===== config.mk =====
export PLATFORM = sky130hd
export DESIGN_NAME = ddr3_intf
export DESIGN_NICKNAME = d
export VERILOG_FILES = /design/src/verilog/ddr3_pkg.sv /design/src/verilog/ddr3_wr_control.sv /design/src/verilog/ddr3_rd_control.sv /design/src/verilog/ddr3_addr_control.sv /design/src/verilog/fill_header_fifo.sv /design/src/verilog/ddr3_intf.sv
export VERILOG_INCLUDE_DIRS = /design/src /design/src/include
export SDC_FILE = /design/constraint.sdc
export NUM_CORES = 1
export LEC_CHECK = 0
export BUFFER_PORTS_ARGS = -buffer_cell sky130_fd_sc_hd__buf_2
export CAP_MARGIN = 20
export CORE_MARGIN = 2
export CORE_UTILIZATION = 45
export CTS_CLUSTER_SIZE = 16
export DETAILED_ROUTE_END_ITERATION = 10
export HOLD_SLACK_MARGIN = 0.03
export PLACE_DENSITY_LB_ADDON = 0.1
export SKIP_CTS_REPAIR_TIMING = 1
export SYNTH_ARGS = -nofsm -noshare
export SYNTH_HDL_FRONTEND = slang
export SYNTH_HIERARCHICAL = 1
export SYNTH_SLANG_ARGS = --single-unit

===== constraint.sdc =====
create_clock -name sysclk -period 34 [get_ports sysclk]
set_input_delay 1.7 -clock sysclk [delete_from_list [all_inputs] [get_ports sysclk]]
set_output_delay 1.7 -clock sysclk [all_outputs]
set_load 0.1 [all_outputs]

===== src/include/ddr3_macros.svh =====
`ifndef DDR3_MACROS_SVH
`define DDR3_MACROS_SVH

// ***************************************************************************
// DDR3 user side sizes
// ***************************************************************************

// data word, one full burst
`define DDR3_WORD_BITS 128

// user address, 16-bit beat granularity
`define DDR3_ADDR_BITS 26

// burst address from the reader
`define DDR3_BURST_BITS 23

// eight 16-bit beats per 128-bit burst
`define DDR3_ADDR_STEP 8

// words per fill, header word included
`define DDR3_FILL_WORDS 4

// fill header fifo entries
`define DDR3_HDR_DEPTH 8

`endif


===== src/verilog/ddr3_pkg.sv =====
`include "ddr3_macros.svh"

package ddr3_pkg;

	// one data word, as written to or read from DDR3
	typedef logic [`DDR3_WORD_BITS-1:0] ddr3_word_t;

	// user address
	typedef logic [`DDR3_ADDR_BITS-1:0] ddr3_addr_t;

	// controller address, top bit always zero
	typedef logic [`DDR3_ADDR_BITS:0] app_addr_t;

	// controller command encoding
	typedef enum logic [2:0] {
		APP_CMD_WRITE = 3'd0,
		APP_CMD_READ  = 3'd1
	} app_cmd_t;

endpackage


===== src/verilog/ddr3_wr_control.sv =====
`include "ddr3_macros.svh"

module ddr3_wr_control import ddr3_pkg::*; (
	input  logic       sysclk,
	input  logic       reset,
	// data fifo head
	input  ddr3_word_t ddr3_wr_dat,
	input  logic       ddr3_wr_fifo_empty,
	output logic       ddr3_wr_fifo_rd_en,
	// controller write data port
	input  logic       app_wdf_rdy,
	output logic       app_wdf_wren,
	output logic       app_wdf_end,
	// address control side
	input  logic       wr_addr_ack,
	output ddr3_addr_t ddr3_wr_addr,
	output logic       wr_request,
	output logic       wr_mode,
	// header fifo side
	input  logic       fill_header_full,
	output ddr3_word_t fill_header_wr_dat,
	output logic       fill_header_wr_en
);

	localparam int CNT_BITS = $clog2(`DDR3_FILL_WORDS);
	localparam int LAST_WORD = `DDR3_FILL_WORDS - 1;

	typedef enum logic [1:0] {WR_IDLE, WR_XFER, WR_POP} wr_state_t;

	wr_state_t           state;
	logic [CNT_BITS-1:0] word_cnt;
	logic                cmd_done;
	logic                data_done;
	logic                cmd_ok;
	logic                data_ok;
	logic                word_done;
	logic                start_ok;

	// command and data may be accepted in either order
	assign cmd_ok = cmd_done | wr_addr_ack;
	assign data_ok = data_done | (app_wdf_wren & app_wdf_rdy);
	assign word_done = (state == WR_XFER) & cmd_ok & data_ok;
	// only a header word waits for room in the header fifo
	assign start_ok = !ddr3_wr_fifo_empty && (word_cnt != '0 || !fill_header_full);

	// ***********************************************************************
	// word sequencer
	// ***********************************************************************
	always_ff @(posedge sysclk) begin
		if (reset) begin
			state <= WR_IDLE;
			word_cnt <= '0;
			cmd_done <= 1'b0;
			data_done <= 1'b0;
			wr_request <= 1'b0;
			wr_mode <= 1'b0;
			app_wdf_wren <= 1'b0;
			app_wdf_end <= 1'b0;
			ddr3_wr_fifo_rd_en <= 1'b0;
			fill_header_wr_en <= 1'b0;
			ddr3_wr_addr <= '0;
		end else begin
			// pop and header strobes last one cycle
			ddr3_wr_fifo_rd_en <= 1'b0;
			fill_header_wr_en <= 1'b0;
			case (state)
				WR_IDLE: begin
					if (start_ok) begin
						wr_request <= 1'b1;
						app_wdf_wren <= 1'b1;
						app_wdf_end <= 1'b1;
						cmd_done <= 1'b0;
						data_done <= 1'b0;
						// fill in progress, reads held off until the last word
						if (word_cnt == '0)
							wr_mode <= 1'b1;
						state <= WR_XFER;
					end
				end
				WR_XFER: begin
					if (wr_addr_ack) begin
						wr_request <= 1'b0;
						cmd_done <= 1'b1;
					end
					if (app_wdf_wren && app_wdf_rdy) begin
						app_wdf_wren <= 1'b0;
						app_wdf_end <= 1'b0;
						data_done <= 1'b1;
					end
					if (word_done) begin
						ddr3_wr_fifo_rd_en <= 1'b1;
						ddr3_wr_addr <= ddr3_wr_addr + ddr3_addr_t'(`DDR3_ADDR_STEP);
						if (word_cnt == '0)
							fill_header_wr_en <= 1'b1;
						if (word_cnt == LAST_WORD[CNT_BITS-1:0]) begin
							word_cnt <= '0;
							wr_mode <= 1'b0;
						end else begin
							word_cnt <= word_cnt + 1'b1;
						end
						state <= WR_POP;
					end
				end
				// fifo head moves during this cycle
				WR_POP: state <= WR_IDLE;
				default: state <= WR_IDLE;
			endcase
		end
	end

	// header stamped with the address it was stored at
	always_ff @(posedge sysclk) begin
		if (word_done && word_cnt == '0)
			fill_header_wr_dat <= {ddr3_wr_dat[`DDR3_WORD_BITS-1:`DDR3_ADDR_BITS], ddr3_wr_addr};
	end

	// upstream fifo must hold a word whenever it is popped
	a_no_pop_empty: assert property (@(posedge sysclk) disable iff (reset)
		ddr3_wr_fifo_rd_en |-> !ddr3_wr_fifo_empty);

	// write data held until the controller takes it
	a_wren_held: assert property (@(posedge sysclk) disable iff (reset)
		app_wdf_wren && !app_wdf_rdy |=> app_wdf_wren && $stable(ddr3_wr_dat));

endmodule


===== src/verilog/ddr3_rd_control.sv =====
`include "ddr3_macros.svh"

module ddr3_rd_control import ddr3_pkg::*; (
	input  logic                        sysclk,
	input  logic                        reset,
	// reader side
	input  logic [`DDR3_BURST_BITS-1:0] ddr3_rd_burst_addr,
	input  logic                        rd_one_burst,
	output logic                        one_burst_rdy,
	output ddr3_word_t                  ddr3_one_burst_data,
	// address control side
	input  logic                        rd_addr_ack,
	output ddr3_addr_t                  rd_addr,
	output logic                        rd_request,
	// controller read data port
	input  ddr3_word_t                  app_rd_data,
	input  logic                        app_rd_data_valid,
	input  logic                        app_rd_data_end
);

	typedef enum logic [1:0] {RD_IDLE, RD_REQ, RD_WAIT} rd_state_t;

	rd_state_t state;
	logic      burst_start;
	logic      burst_land;

	assign burst_start = (state == RD_IDLE) && rd_one_burst;
	// single 128-bit beat, valid and end together
	assign burst_land = (state == RD_WAIT) && app_rd_data_valid && app_rd_data_end;

	// ***********************************************************************
	// one-burst read sequencer
	// ***********************************************************************
	always_ff @(posedge sysclk) begin
		if (reset) begin
			state <= RD_IDLE;
			rd_request <= 1'b0;
			one_burst_rdy <= 1'b0;
		end else begin
			one_burst_rdy <= 1'b0;
			case (state)
				RD_IDLE: begin
					if (burst_start) begin
						rd_request <= 1'b1;
						state <= RD_REQ;
					end
				end
				// request stays up until the command is taken
				RD_REQ: begin
					if (rd_addr_ack) begin
						rd_request <= 1'b0;
						state <= RD_WAIT;
					end
				end
				RD_WAIT: begin
					if (burst_land) begin
						one_burst_rdy <= 1'b1;
						state <= RD_IDLE;
					end
				end
				default: state <= RD_IDLE;
			endcase
		end
	end

	// burst address scaled to beats, returned data held until the next read
	always_ff @(posedge sysclk) begin
		if (burst_start)
			rd_addr <= ddr3_addr_t'(ddr3_rd_burst_addr) * ddr3_addr_t'(`DDR3_ADDR_STEP);
		if (burst_land)
			ddr3_one_burst_data <= app_rd_data;
	end

	// reader waits for ready before the next strobe
	a_no_strobe_busy: assert property (@(posedge sysclk) disable iff (reset)
		rd_one_burst |-> state == RD_IDLE);

endmodule


===== src/verilog/ddr3_addr_control.sv =====
module ddr3_addr_control import ddr3_pkg::*; (
	input  logic       sysclk,
	input  logic       reset,
	// write side
	input  ddr3_addr_t wr_addr,
	input  logic       wr_request,
	input  logic       wr_mode,
	output logic       wr_addr_ack,
	// read side
	input  ddr3_addr_t rd_addr,
	input  logic       rd_request,
	output logic       rd_addr_ack,
	// controller command port
	input  logic       app_rdy,
	output app_addr_t  app_addr,
	output app_cmd_t   app_cmd,
	output logic       app_en
);

	typedef enum logic [1:0] {AC_IDLE, AC_CMD, AC_GAP} ac_state_t;

	ac_state_t state;
	logic      grant_wr;
	logic      grant_rd;
	logic      accepted;

	// ***********************************************************************
	// arbitration
	// ***********************************************************************
	// writes first, and nothing else while a fill is in progress
	assign grant_wr = (state == AC_IDLE) && wr_request;
	assign grant_rd = (state == AC_IDLE) && !wr_request && !wr_mode && rd_request;

	assign app_en = (state == AC_CMD);
	assign accepted = app_en && app_rdy;

	// ack in the acceptance cycle, to whichever side owns the command
	assign wr_addr_ack = accepted && (app_cmd == APP_CMD_WRITE);
	assign rd_addr_ack = accepted && (app_cmd == APP_CMD_READ);

	always_ff @(posedge sysclk) begin
		if (reset) begin
			state <= AC_IDLE;
		end else begin
			case (state)
				AC_IDLE: begin
					if (grant_wr || grant_rd)
						state <= AC_CMD;
				end
				AC_CMD: begin
					if (app_rdy)
						state <= AC_GAP;
				end
				// requester drops its request here
				AC_GAP: state <= AC_IDLE;
				default: state <= AC_IDLE;
			endcase
		end
	end

	// command payload, held through back-pressure
	always_ff @(posedge sysclk) begin
		if (grant_wr) begin
			app_addr <= {1'b0, wr_addr};
			app_cmd <= APP_CMD_WRITE;
		end else if (grant_rd) begin
			app_addr <= {1'b0, rd_addr};
			app_cmd <= APP_CMD_READ;
		end
	end

	// pending command still carries the address its requester holds
	a_wr_addr_held: assert property (@(posedge sysclk) disable iff (reset)
		app_en && app_cmd == APP_CMD_WRITE |-> app_addr == {1'b0, wr_addr});
	a_rd_addr_held: assert property (@(posedge sysclk) disable iff (reset)
		app_en && app_cmd == APP_CMD_READ |-> app_addr == {1'b0, rd_addr});

endmodule


===== src/verilog/fill_header_fifo.sv =====
`include "ddr3_macros.svh"

module fill_header_fifo import ddr3_pkg::*; (
	input  logic       sysclk,
	input  logic       reset,
	input  ddr3_word_t din,
	input  logic       wr_en,
	input  logic       rd_en,
	output ddr3_word_t dout,
	output logic       full,
	output logic       empty
);

	localparam int DEPTH = `DDR3_HDR_DEPTH;
	localparam int PTR_BITS = $clog2(DEPTH);
	localparam int CNT_BITS = $clog2(DEPTH + 1);

	ddr3_word_t          mem [DEPTH];
	logic [PTR_BITS-1:0] wr_ptr;
	logic [PTR_BITS-1:0] rd_ptr;
	logic [CNT_BITS-1:0] count;
	logic                do_wr;
	logic                do_rd;

	assign do_wr = wr_en && !full;
	assign do_rd = rd_en && !empty;

	assign full = (count == CNT_BITS'(DEPTH));
	assign empty = (count == '0);
	// first word fall through
	assign dout = mem[rd_ptr];

	// pointers and occupancy
	always_ff @(posedge sysclk) begin
		if (reset) begin
			wr_ptr <= '0;
			rd_ptr <= '0;
			count <= '0;
		end else begin
			if (do_wr)
				wr_ptr <= (wr_ptr == PTR_BITS'(DEPTH - 1)) ? '0 : wr_ptr + 1'b1;
			if (do_rd)
				rd_ptr <= (rd_ptr == PTR_BITS'(DEPTH - 1)) ? '0 : rd_ptr + 1'b1;
			case ({do_wr, do_rd})
				2'b10: count <= count + 1'b1;
				2'b01: count <= count - 1'b1;
				default: count <= count;
			endcase
		end
	end

	always_ff @(posedge sysclk) begin
		if (do_wr)
			mem[wr_ptr] <= din;
	end

	a_no_overflow: assert property (@(posedge sysclk) disable iff (reset) wr_en |-> !full);
	a_no_underflow: assert property (@(posedge sysclk) disable iff (reset) rd_en |-> !empty);

endmodule


===== src/verilog/ddr3_intf.sv =====
`include "ddr3_macros.svh"

module ddr3_intf import ddr3_pkg::*; (
	input  logic                        sysclk,
	input  logic                        reset,
	// upstream data fifo
	input  logic                        ddr3_wr_fifo_empty,
	input  ddr3_word_t                  ddr3_wr_dat,
	output logic                        ddr3_wr_fifo_rd_en,
	// downstream reader, fill headers
	input  logic                        fill_header_fifo_rd_en,
	output logic                        fill_header_fifo_empty,
	output ddr3_word_t                  fill_header_fifo_out,
	// downstream reader, single bursts
	input  logic [`DDR3_BURST_BITS-1:0] ddr3_rd_burst_addr,
	input  logic                        ddr3_rd_one_burst,
	output logic                        ddr3_one_burst_rdy,
	output ddr3_word_t                  ddr3_one_burst_data,
	// controller user interface
	input  logic                        app_rdy,
	input  logic                        app_wdf_rdy,
	input  ddr3_word_t                  app_rd_data,
	input  logic                        app_rd_data_valid,
	input  logic                        app_rd_data_end,
	output app_addr_t                   app_addr,
	output app_cmd_t                    app_cmd,
	output logic                        app_en,
	output ddr3_word_t                  app_wdf_data,
	output logic                        app_wdf_wren,
	output logic                        app_wdf_end
);

	ddr3_addr_t ddr3_wr_addr;
	ddr3_addr_t ddr3_rd_addr;
	ddr3_word_t fill_header_wr_dat;
	logic       fill_header_wr_en;
	logic       fill_header_full;
	logic       wr_request;
	logic       wr_mode;
	logic       wr_addr_ack;
	logic       rd_request;
	logic       rd_addr_ack;

	// fifo head is the write data, popped only after acceptance
	assign app_wdf_data = ddr3_wr_dat;

	// ***********************************************************************
	// input side, fifo drain
	// ***********************************************************************
	ddr3_wr_control u_wr_control (
		.sysclk             (sysclk),
		.reset              (reset),
		.ddr3_wr_dat        (ddr3_wr_dat),
		.ddr3_wr_fifo_empty (ddr3_wr_fifo_empty),
		.ddr3_wr_fifo_rd_en (ddr3_wr_fifo_rd_en),
		.app_wdf_rdy        (app_wdf_rdy),
		.app_wdf_wren       (app_wdf_wren),
		.app_wdf_end        (app_wdf_end),
		.wr_addr_ack        (wr_addr_ack),
		.ddr3_wr_addr       (ddr3_wr_addr),
		.wr_request         (wr_request),
		.wr_mode            (wr_mode),
		.fill_header_full   (fill_header_full),
		.fill_header_wr_dat (fill_header_wr_dat),
		.fill_header_wr_en  (fill_header_wr_en)
	);

	// command port arbiter
	ddr3_addr_control u_addr_control (
		.sysclk      (sysclk),
		.reset       (reset),
		.wr_addr     (ddr3_wr_addr),
		.wr_request  (wr_request),
		.wr_mode     (wr_mode),
		.wr_addr_ack (wr_addr_ack),
		.rd_addr     (ddr3_rd_addr),
		.rd_request  (rd_request),
		.rd_addr_ack (rd_addr_ack),
		.app_rdy     (app_rdy),
		.app_addr    (app_addr),
		.app_cmd     (app_cmd),
		.app_en      (app_en)
	);

	// ***********************************************************************
	// output side, burst reads and stamped headers
	// ***********************************************************************
	ddr3_rd_control u_rd_control (
		.sysclk              (sysclk),
		.reset               (reset),
		.ddr3_rd_burst_addr  (ddr3_rd_burst_addr),
		.rd_one_burst        (ddr3_rd_one_burst),
		.one_burst_rdy       (ddr3_one_burst_rdy),
		.ddr3_one_burst_data (ddr3_one_burst_data),
		.rd_addr_ack         (rd_addr_ack),
		.rd_addr             (ddr3_rd_addr),
		.rd_request          (rd_request),
		.app_rd_data         (app_rd_data),
		.app_rd_data_valid   (app_rd_data_valid),
		.app_rd_data_end     (app_rd_data_end)
	);

	fill_header_fifo u_fill_header_fifo (
		.sysclk (sysclk),
		.reset  (reset),
		.din    (fill_header_wr_dat),
		.wr_en  (fill_header_wr_en),
		.rd_en  (fill_header_fifo_rd_en),
		.dout   (fill_header_fifo_out),
		.full   (fill_header_full),
		.empty  (fill_header_fifo_empty)
	);

endmodule


==> run_results.csv <==
group,metric,value,unit
clock_tree,clockRootBuffer,"clkbuf_16",
logic_synthesis,synth_cell_type_count,64,
timing,hold_viol_final,0,
die,dieArea,118400,um2
min_path,min_path_cells,2,
detailed_routing,viasPerCell,5.346,
timing,relSlewSlack,26.69,%
clock_tree,cts_buffers,147,
logic_synthesis,ys_seq_elements,1380,
die,die_w,344.1,um
clock_tree,cts_sinks,1380,
pwr,irDropWorstVdd,46.15,uV
global_route,overflow,0,
logic_synthesis,netlist_area,52040,um2
clock_tree,clk_latency,0.74,ns
finish,nets,3170,
finish,fin_util,52.63,%
detailed_routing,drc,0,
timing,tns,0,ns
logic_synthesis,ys_seq_area_share,78.60,%
finish,drive_gt1_share,42.55,%
min_path,hp-start,"u_wr_control/word_cnt[0]$_SDFFE_PP0P_",
logic_synthesis,synth_top_area_share,76.52,%
die,coreArea,114500,um2
placed_design,dpl.hpwl,71910,um
clock_tree,ctsLongestPathBuffers,3,
clock_tree,htree_num_levels,4,
pwr,internal-power,2.762,mW
timing,rsz0062_at_grt,"no",
flow_run,drv_cap,0,
global_route,grt_pass1_wl,171900,um
detailed_routing,vias,24060,
setup_path,reg2reg_depth,6,
logic_synthesis,synth_cells,2254,
pwr,comb_power_share,4.2,%
global_route,grt_pass1_vias,25400,
setup_path,arrival,4.82,ns
placed_design,placed_cells,4233,
global_route,track_usage,20.34,%
timing,setup_viol,0,
placed_design,gp_congestion,0.8351,
finish,finalNonFillerCells,4501,
pwr,p_sw_share,21.38,%
die,start_util,45.45,%
pwr,leakage,19.58,nW
setup_path,cp_max_fo,51,
logic_synthesis,yosys_most_used_dff,"edfxtp_1",
status,status,"complete, no violations",
timing,fin_crit_sh,19.18,%
min_path,worstHoldEndpoint,"u_wr_control/word_cnt[0]$_SDFFE_PP0P_",
timing,fmax,153.4,MHz
pwr,p_clk_share,42.9,%
timing,period_needed,6.520,ns
setup_path,r2r_slack,30.17,ns
placed_design,placed_cell_area,55690,um2
logic_synthesis,ys_warn_count,6,
pwr,power_per_cell_area,58.29,nW/um2
global_route,grt_max_degree,122,
min_path,hold_class,"reg2reg",
detailed_routing,drtIter0Drc,1414,
finish,design_area,60270,um2
pwr,seqPwrFrac,52.9,%
logic_synthesis,synth_top_cell_by_area,"edfxtp_1",
logic_synthesis,async_flop_share,0,%
finish,fillCellCount,8944,
detailed_routing,routedWlPerCell,26.91,um
setup_path,r2r_end,"u_fill_header_fifo/mem[4][95]$_DFFE_PP_",
detailed_routing,first_pass_iters,7,
timing,slew_violations,0,
pwr,power.switching,0.7512,mW
setup_path,worstReg2RegStart,"u_fill_header_fifo/count[1]$_SDFFE_PP0P_",
detailed_routing,wl,121100,um
logic_synthesis,postSynthAreaPerCell,23.09,um2
setup_path,path_class,"reg2out",
setup_path,crit_required,32.30,ns
die,ioPinCount,708,
finish,area_delta_synth_final,15.81,%
setup_path,cp-end-kind,"primary output",
timing,tightest_slew,1.100,ns
global_route,antenna_found_initial,21,
timing,clock_skew,0.03026,ns
logic_synthesis,synth.area.top_cells,"edfxtp_1, mux4_2, mux2_2, mux4_1, dfxtp_1",
placed_design,portBuffers,652,
die,num_rows,124,
logic_synthesis,synth-edff-count,1326,
setup_path,start_kind,"flop",
detailed_routing,drtAntennaViolNets,0,
die,fp.dieH,344.1,um
clock_tree,clk_pin_slew_worst_paths,0.06,ns
clock_tree,cts_tree,"done",
-- routing by layer --
metal  GRT usage, %  up-vias  share of wire [%]
met5              0        -              0.017
met4          7.120        4                3.0
met3          5.451      206                6.4
met2          35.60      765                 52
met1          24.28    12620                 38
li1               -    10470                  -
-- registers in the layout (all words and copies together), names as in the netlist, 4 cells and up, named ones only --
name	flops
u_fill_header_fifo/count	4
u_wr_control/ddr3_wr_addr	23
u_rd_control/rd_addr	23
u_fill_header_fifo/mem	1024
u_rd_control/ddr3_one_burst_data	128
u_addr_control/app_addr	26
u_wr_control/fill_header_wr_dat	125
-- cell usage in the layout (no fill, tap or decap), types with 4 or more instances in the layout --
cell	count
nor2_1	30
nand2_1	18
buf_2	652
mux2_2	156
nor2b_1	9
mux4_2	198
nand3b_1	4
clkinv_2	24
or4_1	13
xor2_1	5
nor2_4	4
mux4_1	58
clkbuf_1	27
nand4_1	5
buf_4	36
o21ai_0	4
nor3_1	6
a21oi_1	29
ha_1	10
conb_1	12
clkbuf_16	155
dfxtp_1	51
nor4_1	5
nand3_1	8
or3_1	4
clkinv_1	36
edfxtp_1	1326
nor3_2	5
mux2i_1	6
o31ai_1	14
inv_1	7
bufinv_16	6
diode_2	4
clkinvlp_4	4
-- through the flow --
step | total power [mW] | setup WS (ns) | hold WS [ns]
floorplan | 2.031 | 20.04 | 0.4465
global placement | 2.043 | 28.12 | 0.4609
detailed placement | 2.044 | 28.06 | 0.4734
CTS | 3.556 | 27.25 | 0.4891
global route | 3.624 | 27.06 | 0.5258
finish | 3.513 | 27.48 | 0.4981
-- worst max-delay path, stage by stage (launching register included) --
cell and delay [ns]:
dfxtp_4 1.00, buf_4 0.89, buf_4 0.81, mux4_1 0.64, mux2_2 0.29, buf_2 0.29
-- cell usage after synthesis, types with 2 or more instances --
library cell  instances
o21ai_0               4
buf_6                17
o41ai_1               2
mux4_2              198
ha_1                 10
xnor2_1               2
and4_1                2
edfxtp_1           1326
inv_1                 7
nor2b_1               9
xor2_1                5
mux2i_1               6
and2b_1               2
nand3b_1              4
nand2b_1              3
nor4_1                6
mux2_1                2
mux2_2              156
conb_1                3
nor4b_1               2
or3_4                 2
nand4_1               5
dfxtp_1              54
buf_8                16
buf_12                3
clkbuf_1             17
mux4_1               58
clkbuf_8             14
buf_2                12
a21oi_1              29
and3_1                2
or3_1                 4
o31ai_1              14
nor3_1               10
nand3_1               8
buf_4               143
buf_1                 8
or4_1                13
nand2_1              18
nor2_1               34
-- power by group through the flow --
stage | clock network [mW] | logic, mW | registers, mW
after floorplan | 0 | 0.101 | 1.93
after global placement | 0 | 0.149 | 1.89
after detailed placement | 0 | 0.149 | 1.89
after CTS | 1.55 | 0.149 | 1.86
after global routing | 1.61 | 0.154 | 1.86
final | 1.51 | 0.148 | 1.86
-- worst max-delay path by stage --
stage                                                        start                                      to  slack [ns]  cells past startpoint
after global placement                                        flop                fill_header_fifo_out[82]       28.12                      5
after detailed placement                                      flop                fill_header_fifo_out[66]       28.06                      5
final                                                         flop                fill_header_fifo_out[81]       27.48                      5
after global routing                                          flop                fill_header_fifo_out[82]       27.06                      5
after floorplan           u_fill_header_fifo/count[0]$_SDFFE_PP0P_  u_fill_header_fifo/mem[0][0]$_DFFE_PP_       20.04                      5
after CTS                                                     flop                fill_header_fifo_out[66]       27.25                      5
-- layout make-up --
cell class / count / area (um2) / area share (%)
flip-flops and latches: 1380 / 40910 / 67.88
clock buffers: 187 / 4034 / 6.693
repair buffers: 692 / 3593 / 5.963
diodes: 4 / 10.01 / 0.01661
well taps: 1512 / 1892 / 3.139
clock inverters: 75 / 516.7 / 0.8574
multi-input cells: 644 / 9284 / 15.40
inverters: 7 / 26.28 / 0.04360
-- kinds of logic (layout without fill, tap and decap cells) --
kind of cell	Yosys count	count (layout)	synth area share, %
AO/OA/AOI/OAI	61	61	0.7430
flip-flops	1380	1380	78.60
other	3	16	0.02164
AND/OR/NAND/NOR	134	134	1.500
multiplexers	420	420	15.03
adder cells (fa/ha/maj)	10	10	0.2404
buffers and inverters	239	961	3.748
XOR/XNOR	7	7	0.1178
Power figures use the tool's default switching activity.
